### src/common/spu_odd_pkg.sv
// odd pipe shared definitions
// widths, operand types, opcode encoding and local store constants

package spu_odd_pkg;

    // bit 0 is the most significant bit in every vector
    localparam int QUAD_BITS     = 128;
    localparam int WORD_BITS     = 32;
    localparam int BYTE_BITS     = 8;
    localparam int QUAD_BYTES    = QUAD_BITS / BYTE_BITS;
    localparam int REG_ADDR_BITS = 7;
    localparam int IMM7_BITS     = 7;
    localparam int IMM10_BITS    = 10;
    localparam int IMM16_BITS    = 16;
    localparam int OPCODE_BITS   = 5;

    typedef logic [0:QUAD_BITS-1]     quad_t;
    typedef logic [0:WORD_BITS-1]     word_t;
    typedef logic [0:REG_ADDR_BITS-1] reg_addr_t;
    typedef logic [0:IMM7_BITS-1]     imm7_t;
    typedef logic [0:IMM10_BITS-1]    imm10_t;
    typedef logic [0:IMM16_BITS-1]    imm16_t;

    typedef enum logic [OPCODE_BITS-1:0] {
        OP_LNOP,
        // permute
        OP_SHLQBI,
        OP_SHLQBYI,
        OP_ROTQBY,
        OP_ROTQBYI,
        OP_GBB,
        OP_SHUFB,
        // load and store
        OP_LQD,
        OP_LQX,
        OP_STQD,
        OP_STQX,
        // branch
        OP_BR,
        OP_BRA,
        OP_BRSL,
        OP_BRZ,
        OP_BRNZ
    } odd_op_t;

    // local store size in bytes, power of two
    localparam int LS_BYTES_DEFAULT = 4096;

    // quadword and word alignment of addresses
    localparam word_t QW_ALIGN_MASK   = 32'hFFFF_FFF0;
    localparam word_t WORD_ALIGN_MASK = 32'hFFFF_FFFC;

endpackage

### src/hdl/result_delay.sv
// writeback delay line
// shifts register write packets by DEPTH stages, frozen while the core stalls

`timescale 1ns/1ps

module result_delay #(
    parameter int DEPTH = 1
) (
    input  logic                   clk,
    input  logic                   reset,
    input  logic                   stall,
    input  logic                   in_wr_en,
    input  spu_odd_pkg::reg_addr_t in_rt_addr,
    input  spu_odd_pkg::quad_t     in_value,
    output logic                   out_wr_en,
    output spu_odd_pkg::reg_addr_t out_rt_addr,
    output spu_odd_pkg::quad_t     out_value
);
    import spu_odd_pkg::*;

    logic      wr_en_q   [DEPTH];
    reg_addr_t rt_addr_q [DEPTH];
    quad_t     value_q   [DEPTH];

    always_ff @(posedge clk) begin
        if (reset) begin
            for (int i = 0; i < DEPTH; i++) begin
                wr_en_q[i]   <= 1'b0;
                rt_addr_q[i] <= '0;
                value_q[i]   <= '0;
            end
        end else if (!stall) begin
            wr_en_q[0]   <= in_wr_en;
            rt_addr_q[0] <= in_rt_addr;
            value_q[0]   <= in_value;
            for (int i = 1; i < DEPTH; i++) begin
                wr_en_q[i]   <= wr_en_q[i-1];
                rt_addr_q[i] <= rt_addr_q[i-1];
                value_q[i]   <= value_q[i-1];
            end
        end
    end

    assign out_wr_en   = wr_en_q[DEPTH-1];
    assign out_rt_addr = rt_addr_q[DEPTH-1];
    assign out_value   = value_q[DEPTH-1];

endmodule

### config.mk
export PLATFORM = sky130hd
export DESIGN_NAME = result_delay
export DESIGN_NICKNAME = d
export VERILOG_FILES = /design/src/common/spu_odd_pkg.sv /design/src/hdl/result_delay.sv
export SDC_FILE = /design/constraint.sdc
export NUM_CORES = 1
export LEC_CHECK = 0
export BUFFER_PORTS_ARGS = -buffer_cell sky130_fd_sc_hd__buf_2
export CORE_UTILIZATION = 44
export CTS_BUF_LIST = sky130_fd_sc_hd__clkbuf_4
export DETAILED_ROUTE_END_ITERATION = 8
export PLACE_DENSITY = 0.79
export SLEW_MARGIN = 20
export SYNTH_ARGS = -nofsm -noshare
export SYNTH_HDL_FRONTEND = slang
export SYNTH_SLANG_ARGS = --single-unit
### constraint.sdc
create_clock -name clk -period 4.36 [get_ports clk]
set_input_delay 0.436 -clock clk [delete_from_list [all_inputs] [get_ports clk]]
set_output_delay 0.436 -clock clk [all_outputs]
set_load 0.01 [all_outputs]
==> flow_summary.json <==
{
  "min-delay-start": "in_value[36]",
  "critPathKind": "input port to flop",
  "h-tree-depth": 4,
  "synth_most_common_cell": "edfxtp_1",
  "die_h_um": 120,
  "yosysTopAreaCellShare": 0.671,
  "die-area_um2": 14300,
  "setup_viol": 0,
  "drive_above_1_share": 0.751,
  "clkSlewWorstSetupHoldPaths_ns": 0.11,
  "grt_pass1_wl_um": 19000,
  "end_kind": "flop",
  "synth_edf_count": 136,
  "synthTopCellsByArea": "edfxtp_1 (67%), nor3b_2 (27%), buf_6 (5.2%), nor3b_1 (0.74%), buf_4 (0.12%)",
  "grt.busiest_layer": "met2",
  "min_period_ns": 2.02,
  "holdPathEnd": "value_q[0][36]",
  "worst-path-buf-inv": 2,
  "fin_nets": 709,
  "slowest_stage": "nand2b_4",
  "cts_made_buffers": 17,
  "syn2layout_area_growth_pct": 26.5,
  "yosysTopAreaCell": "edfxtp_1",
  "ys_types": 7,
  "slew_headroom": 0.253,
  "hold_path_class": "input port to flop",
  "rsz0062_at_grt": "no",
  "cts_tree": "built",
  "fin_crit_sh": 0.463,
  "p_sw_frac": 0.236,
  "dpl.hpwl_um": 8680,
  "io_pins": 275,
  "crit_family": "buffers and inverters",
  "dp.cells": 727,
  "ys_ff_latch": 136,
  "tightest_slew_ns": 1.12,
  "async_reset_ff_frac": 0,
  "drt_pass1_iterations": 4,
  "cts_buffer_depth": 2,
  "p_int_mw": 2.13,
  "maxCapViolations": 0,
  "grt_max_degree": 79,
  "critPathRequiredTime_ns": 4.59,
  "stdcell_count": 760,
  "place_congestion": 0.713,
  "drt_iter0_drc": 285,
  "pwr-share-comb": 0.134,
  "crit_chain": "buf_6 -> nand2b_4 -> buf_12",
  "powerDensity_nw_per_um2": 362,
  "cts_resized": 0,
  "met1_usage": 0.208,
  "min_path_cells": 2,
  "power_leakage_nw": 3.24,
  "synth-main-ff-cell": "edfxtp_1",
  "clkPwrFrac": 0.301,
  "post-cts-setup-buffers": 0,
  "met2_usage": 0.295,
  "ys.warnings.count": 0,
  "dr_total_vias": 3677,
  "max_freq_ghz": 0.495,
  "overflow": 0,
  "synth_cells": 303,
  "cp_max_fo": 78,
  "ir_drop_uv": 160,
  "synth.cell_area_um2": 6090,
  "die_x_um": 120,
  "initial_core_util": 0.456,
  "ant_nets": 0,
  "io_buffers": 274,
  "syn_avg_cell_area_um2": 20.1,
  "startpoint": "stall",
  "slowest_delay_ns": 0.72,
  "clkSinkCount": 136,
  "antenna_found_initial": 1,
  "nFillCells": 1067,
  "place_area_um2": 7420,
  "worst_setup_path_start_kind": "input port",
  "pwr-share-seq": 0.565,
  "grt_util_met3": 0.0627,
  "post-route-util": 0.577,
  "fin_area_um2": 7710,
  "routedWlPerCell_um": 16.7,
  "wirelength_um": 12700,
  "holdBufCountCts": 0,
  "num_rows": 42,
  "cp.arrival_ns": 2.25,
  "synthTopCellsByCount": "edfxtp_1 (136), nor3b_2 (130), buf_6 (28), nor3b_1 (6)",
  "root_buffer": "clkbuf_4",
  "gr-usage-all-layers": 0.176,
  "p_total_mw": 2.79,
  "maxSlewViolCount": 0,
  "hold_viol_final": 0,
  "ys_seq_area_frac": 0.671,
  "synth_nets": 442,
  "drc_errors": 0,
  "first_global_vias": 3643,
  "switchingPower_mw": 0.661,
  "via_per_inst": 4.84,
  "fin_setup_tns_ns": 0,
  "status": "complete, no violations",
  "core_area_um2": 13300
}
cell type report:
| type | count | area (µm²) | share of cell area |
|---|---|---|---|
| clock inverter | 11 | 130 | 0.0169 |
| antenna | 1 | 2.50 | 0.000325 |
| clock buffer | 21 | 158 | 0.0205 |
| multi-input combinational | 137 | 1690 | 0.219 |
| timing repair buffer | 278 | 1430 | 0.185 |
| sequential | 136 | 4080 | 0.530 |
| tap | 176 | 220 | 0.0286 |
worst max path at each step:
stage | endpoint | depth (start not counted)
global placement | value_q[0][63] | 3
detailed placement | value_q[0][66] | 3
global route | value_q[0][108] | 3
floorplan | rt_addr_q[0][0] | 2
CTS | value_q[0][121] | 3
finish | value_q[0][101] | 3
kinds of logic (layout without fill, tap and decap cells):
kind of cell | after synthesis | in the layout | synth area share
flip-flops | 136 | 136 | 0.671
other | 0 | 1 | 0
AND/OR/NAND/NOR | 137 | 137 | 0.276
buffers and inverters | 30 | 310 | 0.0538
layer usage:
metal | wire length [µm] | up-vias
met4 | 175 | 0
met2 | 6430 | 190
met5 | 0 | -
met1 | 4910 | 1775
met3 | 1160 | 12
li1 | - | 1700
through the flow:
stage,setup WS [ns],hold slack (ns)
2_1_floorplan,1.50,0.675
3_5_place_dp,1.76,0.761
4_1_cts,2.34,0.178
6_report,2.34,0.237
5_1_grt,2.22,0.188
3_3_place_gp,1.84,0.754
state kept, by name (all words and copies together) (netlist names):
signal,count
rt_addr_q,7
value_q,128
wr_en_q,1
layout by cell type, fill, tap and decap left out:
cell	synthesis	final
buf_2	1	272
edfxtp_1	136	136
nor3b_2	130	130
clkbuf_4	0	21
nor3b_1	6	6
clkinv_2	0	4
clkinv_1	0	3
bufinv_16	0	3
buf_4	1	3
buf_6	28	2
diode_2	0	1
nand2b_4	0	1
clkinv_4	0	1
buf_12	0	1
power groups by stage:
stage / Combinational (mW) / Sequential (mW) / Clock, mW
after floorplan: 0.154 / 1.67 / 0
after global placement: 0.372 / 1.60 / 0
after detailed placement: 0.378 / 1.61 / 0
after CTS: 0.380 / 1.58 / 0.868
after global routing: 0.401 / 1.59 / 0.921
final: 0.374 / 1.58 / 0.842
(Power assumes the default switching activity.)
