### config.mk
export PLATFORM = sky130hd
export DESIGN_NAME = branch_unit_flat
export DESIGN_NICKNAME = d
export VERILOG_FILES = /design/src/common/spu_odd_pkg.sv /design/src/common/odd_issue_if.sv /design/src/hdl/branch_unit.sv /design/src/flat_wrapper.sv
export SDC_FILE = /design/constraint.sdc
export NUM_CORES = 1
export LEC_CHECK = 0
export BUFFER_PORTS_ARGS = -buffer_cell sky130_fd_sc_hd__buf_2
export CORE_AREA = 2 2 248 250
export DETAILED_ROUTE_END_ITERATION = 8
export DIE_AREA = 0 0 250 252
export PLACE_DENSITY = 0.3
export SLEW_MARGIN = 20
export SYNTH_ARGS = -nofsm -noshare
export SYNTH_HDL_FRONTEND = slang
export SYNTH_SLANG_ARGS = --single-unit
### constraint.sdc
create_clock -name clk -period 7.17 [get_ports clk]
set_clock_uncertainty 0.05 [all_clocks]
set_input_delay 0 -clock clk [delete_from_list [all_inputs] [get_ports clk]]
set_output_delay 0 -clock clk [all_outputs]
set_load 0.05 [all_outputs]
### src/common/spu_odd_pkg.sv
// odd pipe shared definitions
// widths, operand types, opcode encoding and local store constants

package spu_odd_pkg;

    // bit 0 is the most significant bit in every vector
    localparam int QUAD_BITS     = 128;
    localparam int WORD_BITS     = 32;
    localparam int BYTE_BITS     = 8;
    localparam int QUAD_BYTES    = QUAD_BITS / BYTE_BITS;
    localparam int REG_ADDR_BITS = 7;
    localparam int IMM7_BITS     = 7;
    localparam int IMM10_BITS    = 10;
    localparam int IMM16_BITS    = 16;
    localparam int OPCODE_BITS   = 5;

    typedef logic [0:QUAD_BITS-1]     quad_t;
    typedef logic [0:WORD_BITS-1]     word_t;
    typedef logic [0:REG_ADDR_BITS-1] reg_addr_t;
    typedef logic [0:IMM7_BITS-1]     imm7_t;
    typedef logic [0:IMM10_BITS-1]    imm10_t;
    typedef logic [0:IMM16_BITS-1]    imm16_t;

    typedef enum logic [OPCODE_BITS-1:0] {
        OP_LNOP,
        // permute
        OP_SHLQBI,
        OP_SHLQBYI,
        OP_ROTQBY,
        OP_ROTQBYI,
        OP_GBB,
        OP_SHUFB,
        // load and store
        OP_LQD,
        OP_LQX,
        OP_STQD,
        OP_STQX,
        // branch
        OP_BR,
        OP_BRA,
        OP_BRSL,
        OP_BRZ,
        OP_BRNZ
    } odd_op_t;

    // local store size in bytes, power of two
    localparam int LS_BYTES_DEFAULT = 4096;

    // quadword and word alignment of addresses
    localparam word_t QW_ALIGN_MASK   = 32'hFFFF_FFF0;
    localparam word_t WORD_ALIGN_MASK = 32'hFFFF_FFFC;

endpackage

### src/common/odd_issue_if.sv
// issue bus of the odd pipe
// operands of one instruction, shared by the permute, load/store and branch units

`timescale 1ns/1ps

interface odd_issue_if;
    import spu_odd_pkg::*;

    odd_op_t   opcode;
    quad_t     ra;
    quad_t     rb;
    quad_t     rc;
    reg_addr_t rt_addr;
    imm7_t     imm7;
    imm10_t    imm10;
    imm16_t    imm16;
    word_t     pc;

    modport issue (
        output opcode, ra, rb, rc, rt_addr, imm7, imm10, imm16, pc
    );

    modport unit (
        input opcode, ra, rb, rc, rt_addr, imm7, imm10, imm16, pc
    );

endinterface

### src/hdl/branch_unit.sv
// branch unit
// computes target and taken state, raises flush and returns the brsl link value

`timescale 1ns/1ps

module branch_unit #(
    parameter int LS_BYTES = spu_odd_pkg::LS_BYTES_DEFAULT
) (
    input  logic                   clk,
    input  logic                   reset,
    input  logic                   stall,
    input  logic                   br_first_instr,
    odd_issue_if.unit              bus,
    output logic                   branch_taken,
    output logic                   flush,
    output spu_odd_pkg::word_t     bta,
    output logic                   wr_en,
    output spu_odd_pkg::reg_addr_t rt_addr,
    output spu_odd_pkg::quad_t     value
);
    import spu_odd_pkg::*;

    localparam word_t LS_MASK = word_t'(LS_BYTES - 1);

    word_t offset;
    word_t rel_target;
    word_t next_pc;
    word_t target;
    logic  is_branch;
    logic  taken;
    quad_t link_value;

    // word offset, sign extended
    assign offset     = {{(WORD_BITS-IMM16_BITS-2){bus.imm16[0]}}, bus.imm16, 2'b00};
    assign rel_target = bus.pc + offset;
    assign next_pc    = bus.pc + 32'd4;
    assign link_value = {next_pc & LS_MASK, {(QUAD_BITS-WORD_BITS){1'b0}}};

    always_comb begin
        is_branch = 1'b1;
        taken     = 1'b1;
        target    = next_pc;
        case (bus.opcode)
            OP_BR, OP_BRSL: target = rel_target & LS_MASK;
            OP_BRA:         target = offset & LS_MASK;
            OP_BRZ: begin
                taken = (bus.rc[0:WORD_BITS-1] == '0);
                if (taken) begin
                    target = rel_target & WORD_ALIGN_MASK;
                end
            end
            OP_BRNZ: begin
                taken = (bus.rc[0:WORD_BITS-1] != '0);
                if (taken) begin
                    target = rel_target & WORD_ALIGN_MASK;
                end
            end
            default: begin
                is_branch = 1'b0;
                taken     = 1'b0;
            end
        endcase
    end

    always_ff @(posedge clk) begin
        if (reset) begin
            branch_taken <= 1'b0;
            flush        <= 1'b0;
            bta          <= '0;
            wr_en        <= 1'b0;
            rt_addr      <= '0;
            value        <= '0;
        end else if (!stall) begin
            // link packet slot advances on every edge
            wr_en   <= (bus.opcode == OP_BRSL);
            rt_addr <= bus.rt_addr;
            value   <= (bus.opcode == OP_BRSL) ? link_value : '0;
            // lnop is not an issued instruction, control state holds
            if (bus.opcode != OP_LNOP) begin
                branch_taken <= taken;
                flush        <= taken & br_first_instr;
            end
            if (is_branch) begin
                bta <= target;
            end
        end
    end

endmodule

### src/flat_wrapper.sv
// flat-port wrapper written by rule: the top's interface ports become plain ports
module branch_unit_flat import spu_odd_pkg::*;
#(
    parameter int LS_BYTES = spu_odd_pkg::LS_BYTES_DEFAULT
)
  (clk, reset, stall, br_first_instr, branch_taken, flush, bta, wr_en, rt_addr, value, bus_opcode, bus_ra, bus_rb, bus_rc, bus_rt_addr, bus_imm7, bus_imm10, bus_imm16, bus_pc);
  odd_issue_if bus_i ();
  input  logic clk;
  input  logic reset;
  input  logic stall;
  input  logic br_first_instr;
  output logic branch_taken;
  output logic flush;
  output spu_odd_pkg::word_t bta;
  output logic wr_en;
  output spu_odd_pkg::reg_addr_t rt_addr;
  output spu_odd_pkg::quad_t value;
  input wire logic [$bits(bus_i.opcode)-1:0] bus_opcode;
  input wire logic [$bits(bus_i.ra)-1:0] bus_ra;
  input wire logic [$bits(bus_i.rb)-1:0] bus_rb;
  input wire logic [$bits(bus_i.rc)-1:0] bus_rc;
  input wire logic [$bits(bus_i.rt_addr)-1:0] bus_rt_addr;
  input wire logic [$bits(bus_i.imm7)-1:0] bus_imm7;
  input wire logic [$bits(bus_i.imm10)-1:0] bus_imm10;
  input wire logic [$bits(bus_i.imm16)-1:0] bus_imm16;
  input wire logic [$bits(bus_i.pc)-1:0] bus_pc;
  assign bus_i.opcode = bus_opcode;
  assign bus_i.ra = bus_ra;
  assign bus_i.rb = bus_rb;
  assign bus_i.rc = bus_rc;
  assign bus_i.rt_addr = bus_rt_addr;
  assign bus_i.imm7 = bus_imm7;
  assign bus_i.imm10 = bus_imm10;
  assign bus_i.imm16 = bus_imm16;
  assign bus_i.pc = bus_pc;
  branch_unit #(.LS_BYTES(LS_BYTES)) u_core (.clk(clk), .reset(reset), .stall(stall), .br_first_instr(br_first_instr), .bus(bus_i), .branch_taken(branch_taken), .flush(flush), .bta(bta), .wr_en(wr_en), .rt_addr(rt_addr), .value(value));
endmodule
==> impl_metrics.ini <==
[synth]
yosys-top-cells-area = dfxtp_1 (20%), buf_4 (16%), ha_1 (7.0%)
async_flop_share_pct = 0
yosysTopAreaCellShare_pct = 20.2
synth.distinct_cells = 61
synth_area_leader_cell = dfxtp_1
synth.yosys.seq_area_share_pct = 20.2
syn_area_um2 = 5350
synth_warnings = 0
synth-main-ff-cell = dfxtp_1
avgSynthCellArea_um2 = 7.68
synth-seq-cells = 54
synth_cells = 697
synth_edf_count = 0

[placement]
dp_hpwl_um = 18600
gp_congestion = 0.738
place_inst = 1603
portBuffers = 149

[floorplanning]
io_pins = 635
rows = 90
initial_core_util_pct = 8.90
die_h_um = 252
die_w_um = 250
die_area_um2 = 63000
core_area_um2 = 60100

[clock_tree]
clock-sinks = 54
cts_buffer_depth = 2
post_cts_buffers = 0
tritoncts = yes
htree_levels = 2
cts_resized = 0
clk_pin_slew_ns = 0.09
clock-root-buffer = clkbuf_16
cts_buffers = 5
cts_hold_buf = 10
clk_latency_ns = 0.31

[final_layout]
drive_gt1_share_pct = 21.6
layout_common_cells = buf_2 (149), conb_1 (116), nor2_1 (69)
final_common_cell = buf_2
final_cells = 1622
fillers = 7027
areaGrowthSynthToFinish_pct = 27.3
nNetsFinal = 1334

[setup_path]
worstPathCellList = dlygate4sd3_1, buf_2, ha_1, fa_1, a21o_2, a221oi_2, o21ai_2, a21oi_1, nand2b_1, xor2_1, a221oi_1, nor2_1
endpoint_kind = flop
slowest_delay_ns = 0.54
cpMaxStageDelayCell = dlygate4sd3_1
crit_arrival_ns = 3.39
worst-path-buf-inv = 2
cp_max_fo = 4
path_class = in2reg
start_kind = input port
path_delay_family = compound AO/OA/AOI/OAI gates
required_ns = 7.30

[route]
drtPass1Iterations = 5
drt_wl_total_um = 22400
num_vias = 5237
drt_iter0_markers = 170
viasPerCell = 3.23
postRouteAntennaNets = 0
drc = 0
wl_per_cell_um = 13.8

[sta]
fmax_mhz = 307
maxSlewViolCount = 0
period_minus_slack_ns = 3.26
fin_crit_sh_pct = 45.5
relSlewSlack_pct = 25.4
rsz0062_at_grt = no
tightest_slew_ns = 1.11
hold_viol = 0
fin_setup_tns_ns = 0
finalSetupViolCount = 0

[grt]
grt_pass1_wl_um = 32200
antenna_found_initial = 11
track_usage_pct = 6.81
grt_pass1_vias = 4887
grt_max_degree = 44
grt-ovfl-total = 0

[pwr]
p_sw_w = 0.000470
power_w = 0.00103
ir_drop_mv = 0.0848
power_density_nw_per_um2 = 151
p_sw_share_pct = 45.8
comb_power_share_pct = 42.8
intPower_w = 0.000557
leakagePower_nw = 2.91
pwr-share-seq_pct = 30.7
pwr-share-clk_pct = 26.5

[outcome]
status = completed

[hold_path]
hold_class = in2reg

[flow_run]
cap_violations = 0
-- power by group through the flow --
stage / logic [W] / registers [W] / clock network (W)
after floorplan: 0.000346 / 0.000357 / 0
after global placement: 0.000438 / 0.000322 / 0
after detailed placement: 0.000435 / 0.000322 / 0
after CTS: 0.000442 / 0.000315 / 0.000289
after global routing: 0.000474 / 0.000317 / 0.000299
final: 0.000439 / 0.000315 / 0.000272
-- worst min-delay path: cells and delay by family --
family          cells  cell delay, ns
compound gates      2            0.16
simple gates        1            0.13
buf+inv             1            0.10
-- per-layer routing --
metal	vias to the layer above	track usage, %	share of wire, %
met2	228	11.1	45
met1	2414	8.79	44
met4	6	1.23	0.79
met3	17	2.31	9.8
li1	2572	-	-
met5	-	0	0.15
-- registers in the layout, indices dropped and copies added (netlist names) --
| signal | flops |
|---|---|
| u_core.branch_taken | 1 |
| u_core.bta | 32 |
| u_core.flush | 1 |
| u_core.rt_addr | 7 |
| u_core.value | 12 |
| u_core.wr_en | 1 |
-- final timing paths --
kind	start	end	slack [ns]	cells after the start
hold / removal	br_first_instr	u_core.flush$_SDFFE_PP0P_	0.07	4
setup reg to reg	u_core.value[97]$_SDFFE_PP0N_	u_core.value[97]$_SDFFE_PP0N_	6.43	2
hold reg to reg	u_core.flush$_SDFFE_PP0P_	u_core.flush$_SDFFE_PP0P_	0.42	2
setup / recovery	bus_imm16[0]	u_core.bta[22]$_SDFFE_PP0P_	3.91	12
-- kinds of logic (layout without fill, tap and decap cells) --
logic type	count (synthesis)	in the layout	synth area share, %
simple gates	215	215	19.5
compound gates	177	177	22.9
buf+inv	159	186	19.9
flops	54	54	20.2
xor+xnor	49	49	8.02
fa+ha+maj	31	31	7.39
mux	11	11	2.06
other cells	1	117	0.0701
-- Yosys cell counts (all sizes together), types with 4 or more instances --
cell type,instances
a21o,15
a21oi,53
a221o,9
a221oi,15
a22oi,16
and2,5
and3,8
and4,6
buf,125
clkbuf,22
dfxtp,54
ha,30
inv,12
mux2i,11
nand2,35
nand2b,4
nand3,21
nand4,13
nor2,70
nor2b,4
nor3,31
nor4,8
o211ai,5
o21a,8
o21ai,31
xnor2,29
xor2,20
-- metrics by stage --
stage	instance area, µm²	setup slack [ns]	hold slack [ns]	utilization, %
after floorplan	5780	4.83	0.0939	-
after global placement	6560	4.09	0.180	10.9
after detailed placement	6560	4.07	0.191	10.9
after CTS	6810	3.89	0.0474	11.3
after global routing	6810	3.73	0.0808	11.3
final	6810	3.91	0.0675	11.3
-- cell type report --
cell class / count / area [µm²] / share of cell area (%)
sequential: 54 / 1080 / 15.9
inverter: 12 / 45.0 / 0.661
tap: 782 / 978 / 14.4
timing repair buffer: 166 / 898 / 13.2
multi-input combinational: 599 / 3650 / 53.6
clock inverter: 3 / 28.8 / 0.422
clock buffer: 5 / 125 / 1.84
antenna: 1 / 2.50 / 0.0367
(Power assumes the default switching activity.)
